--- src/include/rv32i_params.svh ---
`ifndef RV32I_PARAMS_SVH
`define RV32I_PARAMS_SVH

// rename tag widths
`define ROB_ADDR_WIDTH 5
`define PHYS_REG_BITS 6
`define ARCH_REG_BITS 5

// datapath width
`define XLEN 32

// multiplier pipeline depth, start edge to result
`define MUL_LATENCY 4

// load + 32 iterations + sign fix-up
`define DIV_CYCLES 34

`endif
--- src/hw/rv32i_types.sv ---
`include "rv32i_params.svh"

package rv32i_types;

    // grouped by functional unit
    typedef enum logic [5:0] {
        ADD    = 6'h00,
        SUB    = 6'h01,
        SLL    = 6'h02,
        SLT    = 6'h03,
        SLTU   = 6'h04,
        XOR    = 6'h05,
        SRL    = 6'h06,
        SRA    = 6'h07,
        OR     = 6'h08,
        AND    = 6'h09,
        LUI    = 6'h0a,
        AUIPC  = 6'h0b,
        MUL    = 6'h10,
        MULH   = 6'h11,
        MULHSU = 6'h12,
        MULHU  = 6'h13,
        DIV    = 6'h18,
        DIVU   = 6'h19,
        REM    = 6'h1a,
        REMU   = 6'h1b,
        BEQ    = 6'h20,
        BNE    = 6'h21,
        BLT    = 6'h22,
        BGE    = 6'h23,
        BLTU   = 6'h24,
        BGEU   = 6'h25,
        JAL    = 6'h26,
        JALR   = 6'h27
    } exec_op_t;

    typedef enum logic [1:0] {
        IDLE,
        RUN,
        FIXUP,
        DONE
    } div_state_t;

    typedef struct packed {
        exec_op_t              op;
        logic                  use_imm;
        logic [`XLEN-1:0]      imm;
        logic [`XLEN-1:0]      pc;
    } decode_info_t;

    // one result broadcast
    typedef struct packed {
        logic                        valid;
        logic [`ROB_ADDR_WIDTH-1:0]  rob_idx;
        logic [`PHYS_REG_BITS-1:0]   pd;
        logic [`ARCH_REG_BITS-1:0]   rd;
        logic [`XLEN-1:0]            rd_v;
        logic                        pc_select;
        logic [`XLEN-1:0]            pc_branch;
        // ROB checks this at commit
        exec_op_t                    op;
    } cdb_t;

endpackage

--- src/hw/execute.sv ---
`include "rv32i_params.svh"

module execute
    import rv32i_types::*;
(
    input  logic                         clk,
    input  logic                         rst,
    input  logic                         flush,

    input  logic                         start_alu,
    input  logic [`XLEN-1:0]             rs1_v_alu,
    input  logic [`XLEN-1:0]             rs2_v_alu,
    input  decode_info_t                 decode_info_alu,
    input  logic [`ROB_ADDR_WIDTH-1:0]   rob_idx_alu,
    input  logic [`PHYS_REG_BITS-1:0]    pd_alu,
    input  logic [`ARCH_REG_BITS-1:0]    rd_alu,

    input  logic                         start_mul,
    input  logic [`XLEN-1:0]             rs1_v_mul,
    input  logic [`XLEN-1:0]             rs2_v_mul,
    input  decode_info_t                 decode_info_mul,
    input  logic [`ROB_ADDR_WIDTH-1:0]   rob_idx_mul,
    input  logic [`PHYS_REG_BITS-1:0]    pd_mul,
    input  logic [`ARCH_REG_BITS-1:0]    rd_mul,

    input  logic                         start_div,
    input  logic [`XLEN-1:0]             rs1_v_div,
    input  logic [`XLEN-1:0]             rs2_v_div,
    input  decode_info_t                 decode_info_div,
    input  logic [`ROB_ADDR_WIDTH-1:0]   rob_idx_div,
    input  logic [`PHYS_REG_BITS-1:0]    pd_div,
    input  logic [`ARCH_REG_BITS-1:0]    rd_div,

    input  logic                         start_br,
    input  logic [`XLEN-1:0]             rs1_v_br,
    input  logic [`XLEN-1:0]             rs2_v_br,
    input  decode_info_t                 decode_info_br,
    input  logic [`ROB_ADDR_WIDTH-1:0]   rob_idx_br,
    input  logic [`PHYS_REG_BITS-1:0]    pd_br,
    input  logic [`ARCH_REG_BITS-1:0]    rd_br,

    output cdb_t                         cdb_alu,
    output cdb_t                         cdb_mul,
    output cdb_t                         cdb_div,
    output cdb_t                         cdb_br,
    output logic                         busy_mul,
    output logic                         busy_div,
    output logic                         busy_br
);

    // rename tags carried alongside an operation
    typedef struct packed {
        logic [`ROB_ADDR_WIDTH-1:0]  rob_idx;
        logic [`PHYS_REG_BITS-1:0]   pd;
        logic [`ARCH_REG_BITS-1:0]   rd;
        exec_op_t                    op;
    } tag_t;

    logic                       start_alu_g, start_mul_g, start_div_g, start_br_g;
    tag_t                       tag_alu;
    tag_t                       tag_mul_q, tag_div_q, tag_br_q;
    logic [`MUL_LATENCY-1:0]    mul_sr;
    logic [`DIV_CYCLES-1:0]     div_sr;

    logic                       valid_alu, valid_mul, valid_div, valid_br;
    logic [`XLEN-1:0]           rd_v_alu, rd_v_mul, rd_v_div, rd_v_br;
    logic                       pc_select_br;
    logic [`XLEN-1:0]           pc_branch_br;

    function automatic cdb_t pack_cdb(
        input logic              vld,
        input tag_t              tag,
        input logic [`XLEN-1:0]  value,
        input logic              sel,
        input logic [`XLEN-1:0]  target
    );
        cdb_t c;
        c.valid     = vld;
        c.rob_idx   = tag.rob_idx;
        c.pd        = tag.pd;
        c.rd        = tag.rd;
        c.rd_v      = value;
        c.pc_select = sel;
        c.pc_branch = target;
        c.op        = tag.op;
        return c;
    endfunction

    // no issue while flushing
    assign start_alu_g = start_alu & ~flush;
    assign start_mul_g = start_mul & ~flush;
    assign start_div_g = start_div & ~flush;
    assign start_br_g  = start_br & ~flush;

    assign tag_alu = {rob_idx_alu, pd_alu, rd_alu, decode_info_alu.op};

    always_ff @(posedge clk) begin
        if (start_mul_g) begin
            tag_mul_q <= {rob_idx_mul, pd_mul, rd_mul, decode_info_mul.op};
        end
        if (start_div_g) begin
            tag_div_q <= {rob_idx_div, pd_div, rd_div, decode_info_div.op};
        end
        if (start_br_g) begin
            tag_br_q <= {rob_idx_br, pd_br, rd_br, decode_info_br.op};
        end
    end

    // one bit per in-flight cycle, the last one lines up with valid
    always_ff @(posedge clk) begin
        if (rst || flush) begin
            mul_sr <= '0;
            div_sr <= '0;
        end else begin
            mul_sr <= {mul_sr[`MUL_LATENCY-2:0], start_mul_g};
            div_sr <= {div_sr[`DIV_CYCLES-2:0], start_div_g};
        end
    end

    assign busy_mul = |mul_sr;
    assign busy_div = |div_sr;

    fu_alu i_fu_alu (
        .decode_info (decode_info_alu),
        .rs1_v       (rs1_v_alu),
        .rs2_v       (rs2_v_alu),
        .start       (start_alu_g),
        .rd_v        (rd_v_alu),
        .valid       (valid_alu)
    );

    fu_mult i_fu_mult (
        .clk         (clk),
        .rst         (rst),
        .flush       (flush),
        .start       (start_mul_g),
        .decode_info (decode_info_mul),
        .rs1_v       (rs1_v_mul),
        .rs2_v       (rs2_v_mul),
        .rd_v        (rd_v_mul),
        .valid       (valid_mul)
    );

    fu_div_rem i_fu_div_rem (
        .clk         (clk),
        .rst         (rst),
        .flush       (flush),
        .start       (start_div_g),
        .decode_info (decode_info_div),
        .rs1_v       (rs1_v_div),
        .rs2_v       (rs2_v_div),
        .rd_v        (rd_v_div),
        .valid       (valid_div)
    );

    fu_br i_fu_br (
        .clk         (clk),
        .rst         (rst),
        .flush       (flush),
        .start       (start_br_g),
        .decode_info (decode_info_br),
        .rs1_v       (rs1_v_br),
        .rs2_v       (rs2_v_br),
        .rd_v        (rd_v_br),
        .pc_branch   (pc_branch_br),
        .pc_select   (pc_select_br),
        .valid       (valid_br),
        .busy        (busy_br)
    );

    // ALU uses live tags, the rest use tags captured at issue
    always_comb begin
        if (flush) begin
            cdb_alu = '0;
            cdb_mul = '0;
            cdb_div = '0;
            cdb_br  = '0;
        end else begin
            cdb_alu = pack_cdb(valid_alu, tag_alu, rd_v_alu, 1'b0, '0);
            cdb_mul = pack_cdb(valid_mul, tag_mul_q, rd_v_mul, 1'b0, '0);
            cdb_div = pack_cdb(valid_div, tag_div_q, rd_v_div, 1'b0, '0);
            cdb_br  = pack_cdb(valid_br, tag_br_q, rd_v_br, pc_select_br, pc_branch_br);
        end
    end

endmodule

--- src/hw/fu_br.sv ---
`include "rv32i_params.svh"

module fu_br
    import rv32i_types::*;
(
    input  logic               clk,
    input  logic               rst,
    input  logic               flush,
    input  logic               start,
    input  decode_info_t       decode_info,
    input  logic [`XLEN-1:0]   rs1_v,
    input  logic [`XLEN-1:0]   rs2_v,
    output logic [`XLEN-1:0]   rd_v,
    output logic [`XLEN-1:0]   pc_branch,
    output logic               pc_select,
    output logic               valid,
    output logic               busy
);

    logic               taken;
    logic               is_jump;
    logic [`XLEN-1:0]   target;
    logic [`XLEN-1:0]   jalr_sum;

    assign is_jump  = decode_info.op inside {JAL, JALR};
    assign jalr_sum = rs1_v + decode_info.imm;

    always_comb begin
        case (decode_info.op)
            BEQ:       taken = (rs1_v == rs2_v);
            BNE:       taken = (rs1_v != rs2_v);
            BLT:       taken = $signed(rs1_v) < $signed(rs2_v);
            BGE:       taken = $signed(rs1_v) >= $signed(rs2_v);
            BLTU:      taken = rs1_v < rs2_v;
            BGEU:      taken = rs1_v >= rs2_v;
            JAL, JALR: taken = 1'b1;
            default:   taken = 1'b0;
        endcase
    end

    // JALR clears bit 0 of rs1 + imm
    assign target = (decode_info.op == JALR) ? {jalr_sum[`XLEN-1:1], 1'b0}
                                             : decode_info.pc + decode_info.imm;

    always_ff @(posedge clk) begin
        if (rst || flush) begin
            valid <= 1'b0;
        end else begin
            valid <= start;
        end
    end

    always_ff @(posedge clk) begin
        if (start) begin
            pc_select <= taken;
            pc_branch <= target;
            // link value only for jumps
            rd_v      <= is_jump ? decode_info.pc + `XLEN'd4 : '0;
        end
    end

    // one-cycle unit, busy only while the result is out
    assign busy = valid;

endmodule

--- src/hw/fu_div_rem.sv ---
`include "rv32i_params.svh"

module fu_div_rem
    import rv32i_types::*;
(
    input  logic               clk,
    input  logic               rst,
    input  logic               flush,
    input  logic               start,
    input  decode_info_t       decode_info,
    input  logic [`XLEN-1:0]   rs1_v,
    input  logic [`XLEN-1:0]   rs2_v,
    output logic [`XLEN-1:0]   rd_v,
    output logic               valid
);

    div_state_t          state;
    logic [4:0]          count;
    logic [`XLEN-1:0]    rem_acc;
    logic [`XLEN-1:0]    quo;
    logic [`XLEN-1:0]    divisor;
    logic [`XLEN-1:0]    dividend;
    logic                neg_q;
    logic                neg_r;
    logic                want_rem;
    logic                div_zero;
    logic                is_signed;
    logic [`XLEN:0]      shifted;
    logic [`XLEN:0]      trial;
    logic                fits;
    logic [`XLEN-1:0]    q_fix;
    logic [`XLEN-1:0]    r_fix;

    assign is_signed = decode_info.op inside {DIV, REM};

    // next dividend bit shifts into the partial remainder
    assign shifted = {rem_acc, quo[`XLEN-1]};
    assign fits    = shifted >= {1'b0, divisor};
    assign trial   = shifted - {1'b0, divisor};

    // most negative / -1 lands on the dividend with no special case
    assign q_fix = neg_q ? -quo : quo;
    assign r_fix = neg_r ? -rem_acc : rem_acc;

    always_ff @(posedge clk) begin
        if (rst || flush) begin
            state <= IDLE;
            count <= '0;
        end else begin
            case (state)
                IDLE: begin
                    if (start) begin
                        dividend <= rs1_v;
                        quo      <= (is_signed && rs1_v[`XLEN-1]) ? -rs1_v : rs1_v;
                        divisor  <= (is_signed && rs2_v[`XLEN-1]) ? -rs2_v : rs2_v;
                        rem_acc  <= '0;
                        neg_q    <= is_signed && (rs1_v[`XLEN-1] ^ rs2_v[`XLEN-1]);
                        neg_r    <= is_signed && rs1_v[`XLEN-1];
                        want_rem <= decode_info.op inside {REM, REMU};
                        div_zero <= (rs2_v == '0);
                        count    <= '0;
                        state    <= RUN;
                    end
                end
                RUN: begin
                    // restoring step, keep the shifted value if the divisor does not fit
                    rem_acc <= fits ? trial[`XLEN-1:0] : shifted[`XLEN-1:0];
                    quo     <= {quo[`XLEN-2:0], fits};
                    count   <= count + 5'd1;
                    if (count == 5'd31) begin
                        state <= FIXUP;
                    end
                end
                FIXUP: begin
                    // x/0 gives all ones and remainder x
                    if (div_zero) begin
                        rd_v <= want_rem ? dividend : '1;
                    end else begin
                        rd_v <= want_rem ? r_fix : q_fix;
                    end
                    state <= DONE;
                end
                DONE: begin
                    state <= IDLE;
                end
                default: begin
                    state <= IDLE;
                end
            endcase
        end
    end

    assign valid = (state == DONE);

endmodule

--- src/hw/fu_mult.sv ---
`include "rv32i_params.svh"

module fu_mult
    import rv32i_types::*;
(
    input  logic               clk,
    input  logic               rst,
    input  logic               flush,
    input  logic               start,
    input  decode_info_t       decode_info,
    input  logic [`XLEN-1:0]   rs1_v,
    input  logic [`XLEN-1:0]   rs2_v,
    output logic [`XLEN-1:0]   rd_v,
    output logic               valid
);

    logic                      a_signed;
    logic                      b_signed;
    logic [`XLEN:0]            a_ext;
    logic [`XLEN:0]            b_ext;

    logic [`MUL_LATENCY-1:0]   stage_v;
    logic [`XLEN:0]            s1_a;
    logic [`XLEN:0]            s1_b;
    logic                      s1_hi;
    logic [2*`XLEN+1:0]        s2_prod;
    logic                      s2_hi;
    logic [`XLEN-1:0]          s3_word;
    logic [`XLEN-1:0]          s4_word;

    // MULHU zero-extends both, MULHSU only rs2
    assign a_signed = decode_info.op inside {MUL, MULH, MULHSU};
    assign b_signed = decode_info.op inside {MUL, MULH};
    assign a_ext    = {a_signed & rs1_v[`XLEN-1], rs1_v};
    assign b_ext    = {b_signed & rs2_v[`XLEN-1], rs2_v};

    always_ff @(posedge clk) begin
        if (rst || flush) begin
            stage_v <= '0;
        end else begin
            stage_v <= {stage_v[`MUL_LATENCY-2:0], start};
        end
    end

    // datapath registers, qualified by stage_v
    always_ff @(posedge clk) begin
        s1_a    <= a_ext;
        s1_b    <= b_ext;
        s1_hi   <= (decode_info.op != MUL);
        s2_prod <= $signed(s1_a) * $signed(s1_b);
        s2_hi   <= s1_hi;
        s3_word <= s2_hi ? s2_prod[2*`XLEN-1:`XLEN] : s2_prod[`XLEN-1:0];
        s4_word <= s3_word;
    end

    assign rd_v  = s4_word;
    assign valid = stage_v[`MUL_LATENCY-1];

endmodule

--- src/hw/fu_alu.sv ---
`include "rv32i_params.svh"

module fu_alu
    import rv32i_types::*;
(
    input  decode_info_t       decode_info,
    input  logic [`XLEN-1:0]   rs1_v,
    input  logic [`XLEN-1:0]   rs2_v,
    input  logic               start,
    output logic [`XLEN-1:0]   rd_v,
    output logic               valid
);

    logic [`XLEN-1:0] operand_b;
    logic [4:0]       shamt;

    // immediate forms swap in imm for rs2
    assign operand_b = decode_info.use_imm ? decode_info.imm : rs2_v;
    assign shamt     = operand_b[4:0];

    always_comb begin
        case (decode_info.op)
            ADD:     rd_v = rs1_v + operand_b;
            SUB:     rd_v = rs1_v - operand_b;
            SLL:     rd_v = rs1_v << shamt;
            SLT:     rd_v = {{(`XLEN-1){1'b0}}, $signed(rs1_v) < $signed(operand_b)};
            SLTU:    rd_v = {{(`XLEN-1){1'b0}}, rs1_v < operand_b};
            XOR:     rd_v = rs1_v ^ operand_b;
            SRL:     rd_v = rs1_v >> shamt;
            SRA:     rd_v = $signed(rs1_v) >>> shamt;
            OR:      rd_v = rs1_v | operand_b;
            AND:     rd_v = rs1_v & operand_b;
            // imm already holds the upper-immediate value
            LUI:     rd_v = decode_info.imm;
            AUIPC:   rd_v = decode_info.pc + decode_info.imm;
            default: rd_v = '0;
        endcase
    end

    // single-cycle unit, result in the issue cycle
    assign valid = start;

endmodule

--- config.mk ---
export PLATFORM = sky130hd
export DESIGN_NAME = execute
export DESIGN_NICKNAME = d
export VERILOG_FILES = /design/src/hw/rv32i_types.sv /design/src/hw/execute.sv /design/src/hw/fu_br.sv /design/src/hw/fu_div_rem.sv /design/src/hw/fu_mult.sv /design/src/hw/fu_alu.sv
export VERILOG_INCLUDE_DIRS = /design/src /design/src/include
export SDC_FILE = /design/constraint.sdc
export NUM_CORES = 2
export LEC_CHECK = 0
export BUFFER_PORTS_ARGS = -buffer_cell sky130_fd_sc_hd__buf_2
export CORE_MARGIN = 5
export CORE_UTILIZATION = 55
export DETAILED_ROUTE_END_ITERATION = 8
export PLACE_DENSITY = 0.85
export SLEW_MARGIN = 20
export SYNTH_ARGS = -nofsm -noshare
export SYNTH_HDL_FRONTEND = slang
export SYNTH_HIERARCHICAL = 1
export SYNTH_SLANG_ARGS = --single-unit
export TNS_END_PERCENT = 1
--- constraint.sdc ---
create_clock -name clk -period 9.9 [get_ports clk]
set_input_delay 1.98 -clock clk [delete_from_list [all_inputs] [get_ports clk]]
set_output_delay 1.98 -clock clk [all_outputs]
set_load 0.02 [all_outputs]
==> metrics.txt <==
Period minus WS final=9.194 ns; CTS tree=yes; pin count of the biggest net entering global routing=142; count of input and output buffers=735; chip height=386.5 µm; vias in the first global route=68.23k; starting density of the core=55.19%; DRC viols=0; Clock transition at path regs=0.06 ns; status=complete, no violations; synthesized flop and latch total=541; Core Region=0.1412 mm²; Worst setup SP type=input port; Highest Clock Rate=108.8 MHz; Netlist cell types=105; worst-skew pair later-pin latency=0.70 ns; Overflow after GRT=0; ys async rst share=0%; Ys Warns=6; DR top layer=met5; DP HPWL=208.2 mm; Slew @ Worst Pin=1.263 ns; max-cap violations=0; setup bufs post-CTS=0; top-area cell type share of the netlist area=29.05%; met2 wire len=121.5 mm; endpoints failing setup=0; most frequent cell after synthesis=inv_1; M1 WL=97.50 mm; crit-path max FO=22; Sinks on Clock Net=541; I/O pins=966; sequential fraction of the synthesis area=17.68%; Primary FF master, synth=edfxtp_1; syn_area_per_cell=9.015 µm²; root buffer cell=clkbuf_16; antenna viol nets, final=0; Post-synth EDFFs=295; Critical Path AT=7.21 ns; gpl congestion=1.059; endpoints failing hold=0; layout cell share with drive strength beyond 1=12.28%; cts repair resizes=0; Num CTS Buffers=61; Period Utilization, post-route=92.87%; Longest Clk Path Bufs=3; Fin Setup TNS=0 ns; cell count after synthesis=8647; nets=11.39k; row cnt=138; RSZ-0062 raised after global routing=false; headroom to the max-slew limit=15.72%; Synth top cells by count=inv_1, fa_1, nand2_1, and2_1, ha_1; post-synth top area cell=fa_1; max-slew violation count=0; DRT Pass-1 Iters=7; CTS Hold Buffers Added=0; initial antenna violation count=26; full die area=0.1494 mm²; CP required=7.92 ns; routed length per placed instance=23.39 µm; Mapped Area=0.07795 mm²; Die Wd=386.5 µm; Final Skew=0.03472 ns; Worst Setup End Kind=output pin; top cells by area in the synthesized netlist=fa_1, edfxtp_1, ha_1; first-pass GRT wire length=397.2 mm; drt total wl=260.0 mm; routed via count=66.15k; metal3 WL=26.01 mm; Initial DRC Count=6110; total track usage=33.86%; Via density=5.952; Area Overhead vs Synth=9.340%; Hold WC Path Type=flop to flop; critical path type=input port to output pin; Clock H-tree levels=2
worst max-delay path: stages:
cell	delay, ns
buf_2	0.67
mux2i_1	0.48
inv_1	0.13
ha_1	0.43
nor2b_1	0.09
or3b_1	0.35
o21ai_1	0.40
nor4b_1	0.69
nor4_1	0.14
buf_4	0.21
o21ai_1	0.17
a211oi_1	0.14
o21ai_0	0.69
a211o_1	0.29
nor2b_1	0.15
buf_2	0.19
worst paths after layout:
kind                                end                  from  slack, ns  cells after the start
setup / recovery            cdb_alu[39]   decode_info_alu[64]       0.71                     16
setup reg to reg  i_fu_mult/s2_prod[63]     i_fu_mult/s1_b[4]       1.31                     24
hold / removal        i_fu_mult/rd_v[3]  i_fu_mult/s3_word[3]       0.31                      0
hold reg to reg       i_fu_mult/rd_v[3]  i_fu_mult/s3_word[3]       0.31                      0
per-stage QoR:
step	instance area, µm²	std cells	util [%]	setup WS [ns]	hold WS [ns]
after floorplan	78320	8745	-	1.671	0.3096
after global placement	83110	10980	58.85	0.9336	0.3114
after detailed placement	83110	10980	58.85	0.8989	0.3121
after CTS	85180	11100	60.31	0.8819	0.3111
after global routing	85220	11110	60.34	0.7191	0.3045
final	85230	11120	60.34	0.7059	0.3098
registers in the layout (all words and copies together), names as in the netlist, 32 cells and up:
name                   cells
i_fu_div_rem/dividend     32
i_fu_mult/s1_b            33
i_fu_div_rem/rd_v         32
i_fu_br/rd_v              32
i_fu_div_rem/rem_acc      32
i_fu_mult/rd_v            32
i_fu_mult/s1_a            33
i_fu_div_rem/quo          32
i_fu_mult/s3_word         32
i_fu_mult/s2_prod         64
i_fu_br/pc_branch         32
i_fu_div_rem/divisor      32
div_sr                    34
routing by layer:
layer  up-vias  track usage, %
met1     32630           43.69
met4         6           16.16
met2      3823           55.41
li1      28820               -
met5         -               0
met3       871           6.294
cell usage in the layout, fill, tap and decap left out, drive strengths merged, types with 51 or more instances in the layout:
master,n
dfxtp,246
nand3,122
nand2b,52
xor2,142
mux2i,167
inv,1326
a21oi,371
nor2,342
o21ai,340
conb,99
buf,872
nand2,929
xnor2,194
o31ai,56
clkbuf,84
nor3,92
edfxtp,295
a211oi,56
a21o,104
fa,1131
ha,489
and2,608
nor2b,313
nand4,51
cell type report:
cell class,instances,area (µm²)
inverter,1320,4957
multi-input combinational,6359,57270
timing repair buffer,872,4730
antenna,18,45.04
clock inverter,31,314.1
fill,11640,56010
sequential,541,13800
clock buffer,84,1748
tap,1890,2365
logic make-up after synthesis:
kind of cell	count (synthesis)	share of synthesized area [%]
xor gates and xnor gates	336	3.775
muxes	224	3.254
buffers and inverters	1845	9.458
AOI/OAI and AO/OA	1390	11.58
other	1	0.004811
and+or+nand+nor	2690	17.35
adders and majority gates	1620	36.90
DFF	541	17.68
Power is not shown: default switching activity piles up to over one toggle a cycle in this logic, so the estimate is an artifact.
